===== config.mk =====
export PLATFORM = sky130hd
export DESIGN_NAME = issue_stage
export DESIGN_NICKNAME = d
export VERILOG_FILES = /design/src/issue_pkg.sv /design/src/issue_intf.sv /design/src/issue_queue.sv /design/src/issue_reg.sv /design/src/issue_stage.sv /design/src/operand_capture.sv
export VERILOG_INCLUDE_DIRS = /design/src /design/src/src
export SDC_FILE = /design/constraint.sdc
export NUM_CORES = 2
export LEC_CHECK = 0
export BUFFER_PORTS_ARGS = -buffer_cell sky130_fd_sc_hd__buf_2
export CAP_MARGIN = 20
export CORE_AREA = 2 2 482 532
export CTS_CLUSTER_SIZE = 30
export DETAILED_ROUTE_END_ITERATION = 8
export DIE_AREA = 0 0 484 534
export SYNTH_ARGS = -nofsm -noshare
export SYNTH_HDL_FRONTEND = slang
export SYNTH_SLANG_ARGS = --single-unit

===== constraint.sdc =====
create_clock -name clk -period 6.36 [get_ports clk]
set_input_delay 1.272 -clock clk [delete_from_list [all_inputs] [get_ports clk]]
set_output_delay 1.272 -clock clk [all_outputs]
set_load 0.02 [all_outputs]

===== src/issue_defines.svh =====
`ifndef ISSUE_DEFINES_SVH
`define ISSUE_DEFINES_SVH

// ==========================================================================
// issue stage sizes.
// ==========================================================================

// datapath.
`define ISS_WORD_W    32
`define ISS_IMM_W     16

// physical register file.
`define ISS_PREGS     32
`define ISS_TAG_W     5

// queue depths, one per unit.
`define ISS_ALU_QLEN  4
`define ISS_MEM_QLEN  4

`endif


===== src/issue_pkg.sv =====
`include "issue_defines.svh"

package issue_pkg;

    typedef logic [`ISS_WORD_W-1:0] word_t;
    typedef logic [`ISS_TAG_W-1:0]  tag_t;

    typedef enum logic {
        UNIT_ALU = 1'b0,
        UNIT_MEM = 1'b1
    } unit_e;

    // ======================================================================
    // control word, decoded per unit.
    // ======================================================================

    typedef struct packed {
        logic [2:0] spare;
        logic       use_imm;  // src2 replaced by imm.
        logic [3:0] alu_op;
    } alu_ctl_t;

    typedef struct packed {
        logic [3:0] spare;
        logic       sign_ext;
        logic [1:0] size;     // byte, half, word.
        logic       is_store;
    } mem_ctl_t;

    typedef union packed {
        alu_ctl_t alu;
        mem_ctl_t mem;
    } op_ctl_u;

    // ======================================================================
    // queue storage.
    // ======================================================================

    typedef struct packed {
        logic  ready;
        tag_t  tag;
        word_t data;
    } src_t;

    typedef struct packed {
        logic                  valid;
        tag_t                  dst;
        src_t                  src1;
        src_t                  src2;
        op_ctl_u               ctl;
        logic [`ISS_IMM_W-1:0] imm;
    } iq_entry_t;

endpackage


===== src/issue_intf.sv =====
`include "issue_defines.svh"

// dispatch write bundle, shared by both queues.
interface queue_write_if import issue_pkg::*; ();
    logic                  valid;
    unit_e                 unit;
    tag_t                  dst;
    src_t                  src1;
    src_t                  src2;
    op_ctl_u               ctl;
    logic [`ISS_IMM_W-1:0] imm;

    modport capture (
        output valid, unit, dst, src1, src2, ctl, imm
    );

    modport queue (
        input valid, unit, dst, src1, src2, ctl, imm
    );
endinterface

// one selected entry per queue, take comes back from the issue register.
interface issue_pick_if import issue_pkg::*; ();
    logic                  valid;
    tag_t                  dst;
    word_t                 a;
    word_t                 b;
    op_ctl_u               ctl;
    logic [`ISS_IMM_W-1:0] imm;
    logic                  take;

    modport queue (
        output valid, dst, a, b, ctl, imm,
        input  take
    );

    modport merge (
        input  valid, dst, a, b, ctl, imm,
        output take
    );
endinterface


===== src/issue_queue.sv =====
module issue_queue import issue_pkg::*; #(
    parameter int    QUEUE_LEN  = 4,
    parameter unit_e QUEUE_UNIT = UNIT_ALU
) (
    input  logic          clk,
    input  logic          rst_n,
    input  logic          flush,
    queue_write_if.queue  wr,
    input  logic          wb_valid,
    input  tag_t          wb_tag,
    input  word_t         wb_data,
    input  logic          hold,
    issue_pick_if.queue   pick,
    output logic          full
);

    localparam int IDX_W = (QUEUE_LEN > 1) ? $clog2(QUEUE_LEN) : 1;

    // entries are kept compacted, slot 0 is the oldest.
    iq_entry_t q   [QUEUE_LEN];
    iq_entry_t nxt [QUEUE_LEN];

    iq_entry_t            new_entry;
    logic                 wr_hit;
    logic [QUEUE_LEN-1:0] valid_vec;
    logic [IDX_W-1:0]     sel_idx;
    logic                 sel_found;

    always_comb begin
        for (int i = 0; i < QUEUE_LEN; i++) begin
            valid_vec[i] = q[i].valid;
        end
    end

    assign full   = &valid_vec;
    assign wr_hit = wr.valid && (wr.unit == QUEUE_UNIT) && !full;

    assign new_entry.valid = 1'b1;
    assign new_entry.dst   = wr.dst;
    assign new_entry.src1  = wr.src1;
    assign new_entry.src2  = wr.src2;
    assign new_entry.ctl   = wr.ctl;
    assign new_entry.imm   = wr.imm;

    // ======================================================================
    // select oldest ready entry.
    // ======================================================================

    always_comb begin
        sel_idx   = '0;
        sel_found = 1'b0;
        for (int i = QUEUE_LEN - 1; i >= 0; i--) begin  // lowest slot wins.
            if (q[i].valid && q[i].src1.ready && q[i].src2.ready) begin
                sel_idx   = IDX_W'(i);
                sel_found = 1'b1;
            end
        end
    end

    assign pick.valid = sel_found && !hold;
    assign pick.dst   = q[sel_idx].dst;
    assign pick.a     = q[sel_idx].src1.data;
    assign pick.b     = q[sel_idx].src2.data;
    assign pick.ctl   = q[sel_idx].ctl;
    assign pick.imm   = q[sel_idx].imm;

    // ======================================================================
    // next state: wakeup, remove, insert, flush.
    // ======================================================================

    always_comb begin
        logic placed;
        nxt = q;

        if (wb_valid) begin
            for (int i = 0; i < QUEUE_LEN; i++) begin
                if (!nxt[i].src1.ready && nxt[i].src1.tag == wb_tag) begin
                    nxt[i].src1.ready = 1'b1;
                    nxt[i].src1.data  = wb_data;
                end
                if (!nxt[i].src2.ready && nxt[i].src2.tag == wb_tag) begin
                    nxt[i].src2.ready = 1'b1;
                    nxt[i].src2.data  = wb_data;
                end
            end
        end

        // close the gap left by the issued entry.
        if (pick.take) begin
            for (int i = 0; i < QUEUE_LEN - 1; i++) begin
                if (i >= int'(sel_idx)) begin
                    nxt[i] = nxt[i+1];
                end
            end
            nxt[QUEUE_LEN-1].valid = 1'b0;
        end

        placed = 1'b0;
        if (wr_hit) begin
            for (int i = 0; i < QUEUE_LEN; i++) begin
                if (!placed && !nxt[i].valid) begin
                    nxt[i] = new_entry;  // first free slot is the youngest.
                    placed = 1'b1;
                end
            end
        end

        if (flush) begin
            for (int i = 0; i < QUEUE_LEN; i++) begin
                nxt[i].valid = 1'b0;
            end
        end
    end

    always_ff @(posedge clk or negedge rst_n) begin
        if (!rst_n) begin
            for (int i = 0; i < QUEUE_LEN; i++) begin
                q[i] <= '0;
            end
        end else begin
            q <= nxt;
        end
    end

endmodule


===== src/issue_reg.sv =====
`include "issue_defines.svh"

module issue_reg import issue_pkg::*; (
    input  logic                  clk,
    input  logic                  rst_n,
    input  logic                  flush,
    input  logic                  mem_done,
    issue_pick_if.merge           alu_pick,
    issue_pick_if.merge           mem_pick,
    output logic                  mem_busy,
    output logic                  alu_valid,
    output logic                  mem_valid,
    output tag_t                  alu_dst,
    output tag_t                  mem_dst,
    output word_t                 alu_a,
    output word_t                 alu_b,
    output word_t                 mem_base,
    output word_t                 mem_data,
    output op_ctl_u               alu_ctl,
    output op_ctl_u               mem_ctl,
    output logic [`ISS_IMM_W-1:0] alu_imm,
    output logic [`ISS_IMM_W-1:0] mem_imm
);

    // a pick is taken whenever it is offered, except under flush.
    assign alu_pick.take = alu_pick.valid && !flush;
    assign mem_pick.take = mem_pick.valid && !flush;

    // ======================================================================
    // issue valids and load tracking.
    // ======================================================================

    always_ff @(posedge clk or negedge rst_n) begin
        if (!rst_n) begin
            alu_valid <= 1'b0;
            mem_valid <= 1'b0;
            mem_busy  <= 1'b0;
        end else begin
            alu_valid <= alu_pick.take;
            mem_valid <= mem_pick.take;
            if (flush) begin
                mem_busy <= 1'b0;
            end else if (mem_pick.take && !mem_pick.ctl.mem.is_store) begin
                mem_busy <= 1'b1;  // load now outstanding.
            end else if (mem_done) begin
                mem_busy <= 1'b0;
            end
        end
    end

    // payload only moves with a taken pick.
    always_ff @(posedge clk) begin
        if (alu_pick.take) begin
            alu_dst <= alu_pick.dst;
            alu_a   <= alu_pick.a;
            alu_b   <= alu_pick.b;
            alu_ctl <= alu_pick.ctl;
            alu_imm <= alu_pick.imm;
        end
        if (mem_pick.take) begin
            mem_dst  <= mem_pick.dst;
            mem_base <= mem_pick.a;
            mem_data <= mem_pick.b;   // store data.
            mem_ctl  <= mem_pick.ctl;
            mem_imm  <= mem_pick.imm;
        end
    end

endmodule


===== src/issue_stage.sv =====
`include "issue_defines.svh"

module issue_stage import issue_pkg::*; (
    input  logic                  clk,
    input  logic                  rst_n,
    input  logic                  flush,
    input  logic                  in_valid,
    input  unit_e                 in_unit,
    input  tag_t                  in_dst,
    input  tag_t                  in_src1,
    input  tag_t                  in_src2,
    input  op_ctl_u               in_ctl,
    input  logic [`ISS_IMM_W-1:0] in_imm,
    input  logic                  wb_valid,
    input  tag_t                  wb_tag,
    input  word_t                 wb_data,
    input  logic                  mem_done,
    output logic                  alu_valid,
    output tag_t                  alu_dst,
    output word_t                 alu_a,
    output word_t                 alu_b,
    output op_ctl_u               alu_ctl,
    output logic [`ISS_IMM_W-1:0] alu_imm,
    output logic                  mem_valid,
    output tag_t                  mem_dst,
    output word_t                 mem_base,
    output word_t                 mem_data,
    output op_ctl_u               mem_ctl,
    output logic [`ISS_IMM_W-1:0] mem_imm,
    output logic                  alu_full,
    output logic                  mem_full,
    output logic                  mem_busy
);

    queue_write_if wr_bus ();
    issue_pick_if  alu_pick_bus ();
    issue_pick_if  mem_pick_bus ();

    operand_capture capture_i (
        .clk, .rst_n,
        .in_valid, .in_unit, .in_dst, .in_src1, .in_src2, .in_ctl, .in_imm,
        .wb_valid, .wb_tag, .wb_data,
        .wr(wr_bus.capture)
    );

    issue_queue #(.QUEUE_LEN(`ISS_ALU_QLEN), .QUEUE_UNIT(UNIT_ALU)) alu_queue (
        .clk, .rst_n, .flush,
        .wr(wr_bus.queue),
        .wb_valid, .wb_tag, .wb_data,
        .hold(1'b0),                 // alu side never stalls.
        .pick(alu_pick_bus.queue),
        .full(alu_full)
    );

    issue_queue #(.QUEUE_LEN(`ISS_MEM_QLEN), .QUEUE_UNIT(UNIT_MEM)) mem_queue (
        .clk, .rst_n, .flush,
        .wr(wr_bus.queue),
        .wb_valid, .wb_tag, .wb_data,
        .hold(mem_busy),
        .pick(mem_pick_bus.queue),
        .full(mem_full)
    );

    issue_reg issue_reg_i (
        .clk, .rst_n, .flush, .mem_done,
        .alu_pick(alu_pick_bus.merge),
        .mem_pick(mem_pick_bus.merge),
        .mem_busy,
        .alu_valid, .mem_valid,
        .alu_dst, .mem_dst,
        .alu_a, .alu_b, .mem_base, .mem_data,
        .alu_ctl, .mem_ctl,
        .alu_imm, .mem_imm
    );

endmodule


===== src/operand_capture.sv =====
`include "issue_defines.svh"

module operand_capture import issue_pkg::*; (
    input  logic                  clk,
    input  logic                  rst_n,
    input  logic                  in_valid,
    input  unit_e                 in_unit,
    input  tag_t                  in_dst,
    input  tag_t                  in_src1,
    input  tag_t                  in_src2,
    input  op_ctl_u               in_ctl,
    input  logic [`ISS_IMM_W-1:0] in_imm,
    input  logic                  wb_valid,
    input  tag_t                  wb_tag,
    input  word_t                 wb_data,
    queue_write_if.capture        wr
);

    logic [`ISS_PREGS-1:0] reg_ready;
    word_t                 reg_data [`ISS_PREGS];

    src_t rd1;
    src_t rd2;
    logic src2_needed;

    // register file read with writeback bypass.
    function automatic src_t read_src(input tag_t tag);
        src_t s;
        s.tag = tag;
        if (wb_valid && wb_tag == tag) begin
            s.ready = 1'b1;
            s.data  = wb_data;
        end else begin
            s.ready = reg_ready[tag];
            s.data  = reg_data[tag];
        end
        return s;
    endfunction

    assign rd1 = read_src(in_src1);
    assign rd2 = read_src(in_src2);

    // alu ops with an immediate and loads never wait on src2.
    always_comb begin
        if (in_unit == UNIT_ALU) begin
            src2_needed = ~in_ctl.alu.use_imm;
        end else begin
            src2_needed = in_ctl.mem.is_store;
        end
    end

    // ======================================================================
    // write bundle.
    // ======================================================================

    assign wr.valid      = in_valid;
    assign wr.unit       = in_unit;
    assign wr.dst        = in_dst;
    assign wr.src1       = rd1;
    assign wr.src2.tag   = rd2.tag;
    assign wr.src2.data  = rd2.data;
    assign wr.src2.ready = rd2.ready | ~src2_needed;
    assign wr.ctl        = in_ctl;
    assign wr.imm        = in_imm;

    // ======================================================================
    // register file update.
    // ======================================================================

    always_ff @(posedge clk or negedge rst_n) begin
        if (!rst_n) begin
            reg_ready <= '0;
            for (int i = 0; i < `ISS_PREGS; i++) begin
                reg_data[i] <= '0;
            end
        end else begin
            if (wb_valid) begin
                reg_ready[wb_tag] <= 1'b1;
                reg_data[wb_tag]  <= wb_data;
            end
            if (in_valid) begin
                reg_ready[in_dst] <= 1'b0;  // new producer wins over writeback.
            end
        end
    end

endmodule


# == Word-level counts from Yosys, hierarchy flattened ==
# Index checks and enable logic that the tools add are counted.
# totals
inputBits,83
register_bits,2093
output_inout_bits,191
# op_classes
n_eq_ne,18
magnitude_cmp,18
n_mux,143
n_bitwise,12
n_reduce_logical,89
# ops
op,count
106-bit 2-to-1 mux,12
32-bit 2-to-1 mux,33
1024-bit bitwise mux,1
424-bit 2-to-1 mux,2
319-bit 2-to-1 mux,2
105-bit 2-to-1 mux,6
106-bit binary-select mux with 2-bit select,2
32-bit binary-select mux with 5-bit select,2
33-bit 2-to-1 mux,8
32-bit demux with 5-bit select,1
5-bit == test,18
1-bit 2-to-1 mux,62
1-bit logical AND,51
1-bit logical NOT,33
32-bit AND,1
32-bit NOT,1
32-bit OR,1
5-bit by 6-bit less-than comparator with 1-bit output (second input constant),4
6-bit greater-or-equal comparator (second input constant),3
5-bit NOT with 6-bit output,3
2-bit 2-to-1 mux,8
1-bit binary-select mux with 5-bit select,2
1-bit demux with 5-bit select,2
5-bit by 1-bit greater-or-equal comparator with 1-bit output (second input constant),2
other kinds (10),20

# == Depth between registers and ports, before layout ==
# depth
ltp_word,24
mapped_depth,11
mapped_depth_nobuf,6

# == Modules after synthesis ==
# From an unflattened synthesis, not the netlist that was laid out.
# hier_totals
hier_cells,9468
area_unflattened_um2,114838.9
# by_module_without_submodules
module,seq_area_each_um2,area_each_um2,n_inst,cells_each
operand_capture,26425.3,57545.2,1,4115
issue_queue at alu_queue,10610.2,25842.3,1,2556
issue_queue at mem_queue,10610.2,25745.9,1,2602
issue_reg,5660.4,5701.7,1,194
issue_stage,0.0,3.8,1,1

# == Worst setup path before layout ==
# No wires, ideal clock.
# synth_timing
path_type,input -> register
startpoint,in flush
endpoint,reg issue_reg_i.alu_valid
path_buffers,2
stages,3
path_slack_ns,-0.647
t_arrival_ns,6.351
t_required_ns,5.705
setup_time_ns,0.655
cell_sequence,buf_2 -> clkbuf_1 -> a31oi_1
# synth_between
elab_chain_len,2
# synth_rtl
item,line,rtl
start: declaration,issue_stage.sv:6,"input logic flush,"
1-bit logical NOT,issue_reg.sv:26,assign alu_pick.take = alu_pick.valid && !flush;
1-bit logical AND,issue_reg.sv:26,
via alu_pick_bus.take,issue_intf.sv:30,logic take;
end signal: assignment,issue_reg.sv:39,alu_valid <= alu_pick.take;
end: declaration,issue_reg.sv:11,"output logic alu_valid,"
# The timed path passes the listed nets, and every way through them passes these cells.
# A chain may end at the register's enable or synchronous reset.

==> run_summary.xml <==
<?xml version="1.0" encoding="UTF-8"?>
<metrics>
  <group name="outcome">
    <metric name="status" unit="">completed</metric>
  </group>
  <group name="worst_setup_path">
    <metric name="worst-endpoint-required" unit="ns">7.17</metric>
    <metric name="timing.critical_path.arrival" unit="ns">5.00</metric>
    <metric name="path_max_fanout" unit="">51</metric>
    <metric name="critical_path.endpoint_type" unit="">flip-flop</metric>
    <metric name="crit_type" unit="">input port to flip-flop</metric>
    <metric name="setup.worst_path.start_class" unit="">input port</metric>
  </group>
  <group name="clock_network">
    <metric name="cts_tree" unit="">done</metric>
    <metric name="cts.hold.buffers_added" unit="">0</metric>
    <metric name="ctsResizeCount" unit="">0</metric>
    <metric name="worstSkewPairLatency" unit="ns">0.93</metric>
    <metric name="clk_root_buffer_cell" unit="">sky130_fd_sc_hd__clkbuf_16</metric>
    <metric name="postCtsSetupBuffers" unit="">0</metric>
    <metric name="clk_pin_slew" unit="ns">0.06</metric>
    <metric name="htree_num_levels" unit="">4</metric>
    <metric name="cts_buffers" unit="">228</metric>
    <metric name="max-clock-path-buffers" unit="">4</metric>
    <metric name="clkSinkCount" unit="">2093</metric>
  </group>
  <group name="layout">
    <metric name="layout.cell_area.non_filler" unit="mm2">0.125</metric>
    <metric name="multi_input_comb_area" unit="mm2">0.0556</metric>
    <metric name="share_of_final_layout_standard_cells_stronger_than_drive_strength_1" unit="">0.243</metric>
    <metric name="number_of_inserted_filler_cells_in_the_final_layout" unit="">22453</metric>
    <metric name="ff_latch_area" unit="mm2">0.0533</metric>
    <metric name="area_growth_syn_to_layout" unit="%">10.5</metric>
    <metric name="layout.nets" unit="">10160</metric>
    <metric name="finish.utilization" unit="">0.495</metric>
    <metric name="final_cell_mix" unit="">sky130_fd_sc_hd__dfrtp_1 (1,907), sky130_fd_sc_hd__mux2i_1 (1,544), sky130_fd_sc_hd__nand2_1 (1,464), sky130_fd_sc_hd__mux2_2 (1,211), sky130_fd_sc_hd__a22oi_1 (577)</metric>
    <metric name="mostFrequentLayoutCell" unit="">sky130_fd_sc_hd__dfrtp_1</metric>
  </group>
  <group name="synth">
    <metric name="avgSynthCellArea" unit="um2">11.0</metric>
    <metric name="synth-edff-count" unit="">186</metric>
    <metric name="ys_async_sr_fraction" unit="">0.911</metric>
    <metric name="synth_cell_types" unit="">80</metric>
    <metric name="synth.net_count" unit="">10407</metric>
    <metric name="synthesis.area" unit="mm2">0.113</metric>
    <metric name="yosys_warnings" unit="">0</metric>
    <metric name="synth_flop_cell" unit="">sky130_fd_sc_hd__dfrtp_1</metric>
    <metric name="postSynthRegisterBits" unit="">2093</metric>
    <metric name="synthCells" unit="">10324</metric>
    <metric name="synth_seq_area_share" unit="">0.471</metric>
  </group>
  <group name="sta">
    <metric name="fmaxAchievable" unit="MHz">239</metric>
    <metric name="layout_min_cycle_time" unit="ns">4.19</metric>
    <metric name="worst_slew_pin_slew" unit="ns">1.31</metric>
    <metric name="timing.final.ws_setup" unit="ns">2.17</metric>
    <metric name="max_slew_margin" unit="">0.120</metric>
    <metric name="post-route-period-util" unit="">0.659</metric>
    <metric name="clock_skew" unit="ns">0.0901</metric>
    <metric name="setup-tns-final" unit="ns">0</metric>
    <metric name="setup_repair_after_global_routing_missed_its_margin" unit="">false</metric>
    <metric name="finalHoldViolations" unit="">0</metric>
    <metric name="setup-violations-final" unit="">0</metric>
    <metric name="maxSlewViolCount" unit="">0</metric>
  </group>
  <group name="place">
    <metric name="dp_hpwl" unit="mm">238</metric>
    <metric name="placedInstanceArea" unit="mm2">0.117</metric>
    <metric name="count_of_input_and_output_buffers" unit="">273</metric>
    <metric name="finalWeightedCongestion" unit="">0.872</metric>
    <metric name="pre_cts_slack" unit="ns">1.51</metric>
  </group>
  <group name="power">
    <metric name="final_total_power" unit="uW">43000</metric>
    <metric name="power_frac_seq" unit="">0.446</metric>
    <metric name="p_comb_frac" unit="">0.231</metric>
    <metric name="netSwitchingPower" unit="uW">13200</metric>
    <metric name="power_switching_share" unit="">0.307</metric>
    <metric name="pwr_density_cell" unit="mW/mm2">343</metric>
    <metric name="clkPwrFrac" unit="">0.322</metric>
    <metric name="power.ir.vdd_worst" unit="uV">243</metric>
    <metric name="leakage_power_summed_over_all_cells" unit="uW">0.0572</metric>
    <metric name="p_int" unit="uW">29800</metric>
  </group>
  <group name="grt">
    <metric name="global_route.usage.met2" unit="">0.480</metric>
    <metric name="grt_pass1_vias" unit="">86790</metric>
    <metric name="gr-usage-all-layers" unit="">0.296</metric>
    <metric name="number_of_antenna_violations_at_the_first_check_in_global_routing" unit="">30</metric>
    <metric name="grt_pass1_wl" unit="mm">581</metric>
    <metric name="grt-busiest-layer" unit="">met2</metric>
    <metric name="globalRouteMet1Util" unit="">0.391</metric>
    <metric name="grt_max_degree" unit="">175</metric>
    <metric name="use_met3" unit="">0.0514</metric>
    <metric name="globalRouteOverflowTotal" unit="">0</metric>
  </group>
  <group name="drt">
    <metric name="route.detailed.drc" unit="">0</metric>
    <metric name="detail_route.wirelength" unit="mm">393</metric>
    <metric name="drt_pre_antenna_iters" unit="">6</metric>
    <metric name="vias" unit="">87108</metric>
    <metric name="number_of_design_rule_violations_left_by_the_first_detailed_router_iteration" unit="">8963</metric>
    <metric name="drtAntennaViolNets" unit="">0</metric>
    <metric name="routed_via_density" unit="">6.40</metric>
    <metric name="drt-wirelength-per-cell" unit="um">28.9</metric>
  </group>
  <group name="die">
    <metric name="chipWidth" unit="um">484</metric>
    <metric name="pin_count" unit="">274</metric>
    <metric name="core_area" unit="mm2">0.253</metric>
    <metric name="fp.dieArea" unit="mm2">0.258</metric>
    <metric name="dieHeight" unit="um">534</metric>
    <metric name="start_util" unit="">0.448</metric>
    <metric name="rows" unit="">194</metric>
  </group>
  <group name="job">
    <metric name="cap_viol_max_count" unit="">0</metric>
  </group>
  <group name="hold_path">
    <metric name="timing.hold.worst.class" unit="">input port to async pin</metric>
  </group>
</metrics>
routing by layer:
| layer | routed length [um] | vias up |
|---|---|---|
| met5 | 47 | - |
| li1 | - | 37265 |
| met2 | 183000 | 3938 |
| met4 | 17800 | 6 |
| met3 | 30500 | 1012 |
| met1 | 162000 | 44887 |
worst max-delay path: stages:
cell,delay [ns]
sky130_fd_sc_hd__buf_8,0.53
sky130_fd_sc_hd__buf_4,0.64
sky130_fd_sc_hd__buf_4,0.40
sky130_fd_sc_hd__mux2i_1,0.12
sky130_fd_sc_hd__a22oi_1,0.22
sky130_fd_sc_hd__a21oi_1,0.10
sky130_fd_sc_hd__nor4_1,0.95
sky130_fd_sc_hd__buf_4,0.25
sky130_fd_sc_hd__mux2i_2,0.16
sky130_fd_sc_hd__o21ai_0,0.25
final timing paths:
| kind | from | to | slack (ns) | cells past startpoint |
|---|---|---|---|---|
| worst max-delay path | in_src2[0] | mem_queue.q[53]$_DFF_PN0_ | 2.17 | 10 |
| worst min-delay path | rst_n | alu_queue.q[407]$_DFF_PN0_ | 0.34 | 1 |
| worst max register to register | alu_queue.q[317]$_DFF_PN0_ | issue_reg_i.alu_b[0]$_DFFE_PN_ | 2.61 | 7 |
| worst min register to register | alu_queue.q[101]$_DFFE_PN0P_ | alu_queue.q[101]$_DFFE_PN0P_ | 0.50 | 2 |
| max in group asynchronous | rst_n | capture_i.reg_data[490]$_DFFE_PN0P_ | 4.30 | 2 |
| min in group clk | alu_queue.q[101]$_DFFE_PN0P_ | alu_queue.q[101]$_DFFE_PN0P_ | 0.50 | 2 |
per-stage QoR:
step / hold slack (ns) / std cells
after CTS: 0.372 / 13590
after floorplan: 0.466 / 10324
after detailed placement: 0.489 / 13173
after global routing: 0.392 / 13600
after global placement: 0.481 / 13168
final: 0.336 / 13608
synth_stat cells, drive strengths merged (5+ instances only):
cell	instances	area, um2
inv	11	41.3
o21ai	266	1330
a221oi	64	561
xor2	40	350
dfrtp	1907	47700
and3	191	1190
o21bai	36	270
o211ai	38	299
mux4	14	315
o32a	64	641
nor3b	9	87.6
nor2b	11	68.8
and3b	5	43.8
xnor2	50	438
nor2	254	973
a31o	5	43.8
nand4	11	75.1
or2	75	469
or3	64	400
o221ai	162	1610
buf	445	2700
nand3	27	148
nor4	74	721
nand4b	6	52.6
and2	8	50.1
clkbuf	609	2290
mux2i	1604	16300
mux2	1213	13700
nand2	1491	5600
nand3b	11	82.6
a21oi	311	1560
a22oi	578	4340
a31oi	379	2380
o22a	48	420
edfxtp	186	5590
nand2b	14	87.6
nor3	12	86.3
power by group through the flow:
| stage | clock network (uW) | logic, uW | registers, uW |
|---|---|---|---|
| 5_1_grt | 14600 | 10900 | 19600 |
| 4_1_cts | 14000 | 9870 | 19100 |
| 3_3_place_gp | 0 | 9520 | 19200 |
| 6_report | 13900 | 9950 | 19200 |
| 3_5_place_dp | 0 | 9820 | 19400 |
| 2_1_floorplan | 0 | 7250 | 18800 |
logic make-up (layout without fill, tap and decap cells):
group | Yosys count | count (layout) | share of synthesized area
other | 0 | 12 | 0
multiplexers | 2831 | 2831 | 0.267
AND/OR/NAND/NOR | 2268 | 2268 | 0.0899
XOR/XNOR | 90 | 90 | 0.00696
flip-flops | 2093 | 2093 | 0.471
AO/OA/AOI/OAI | 1977 | 1977 | 0.121
buffers and inverters | 1065 | 1005 | 0.0445
sequential cells by signal, summed over array words and instances, names as in the netlist:
signal and flops:
issue_reg_i.alu_ctl 8, alu_queue.q 424, issue_reg_i.alu_b 32, issue_reg_i.mem_dst 5
issue_reg_i.alu_valid 1, issue_reg_i.mem_data 32, issue_reg_i.mem_base 32, issue_reg_i.alu_imm 16
issue_reg_i.alu_dst 5, capture_i.reg_data 1024, issue_reg_i.mem_imm 16, issue_reg_i.mem_busy 1
capture_i.reg_ready 32, mem_queue.q 424, issue_reg_i.alu_a 32, issue_reg_i.mem_ctl 8
issue_reg_i.mem_valid 1
area by class of cell:
type                            instances  area share
Antenna cell                           12    0.000240
Clock buffer                          319      0.0526
Clock inverter                         98     0.00904
Inverter                               11    0.000350
Multi-Input combinational cell       7166       0.444
Sequential cell                      2093       0.426
Tap cell                             3332      0.0333
Timing Repair Buffer                  577      0.0349
(Power assumes the default switching activity.)
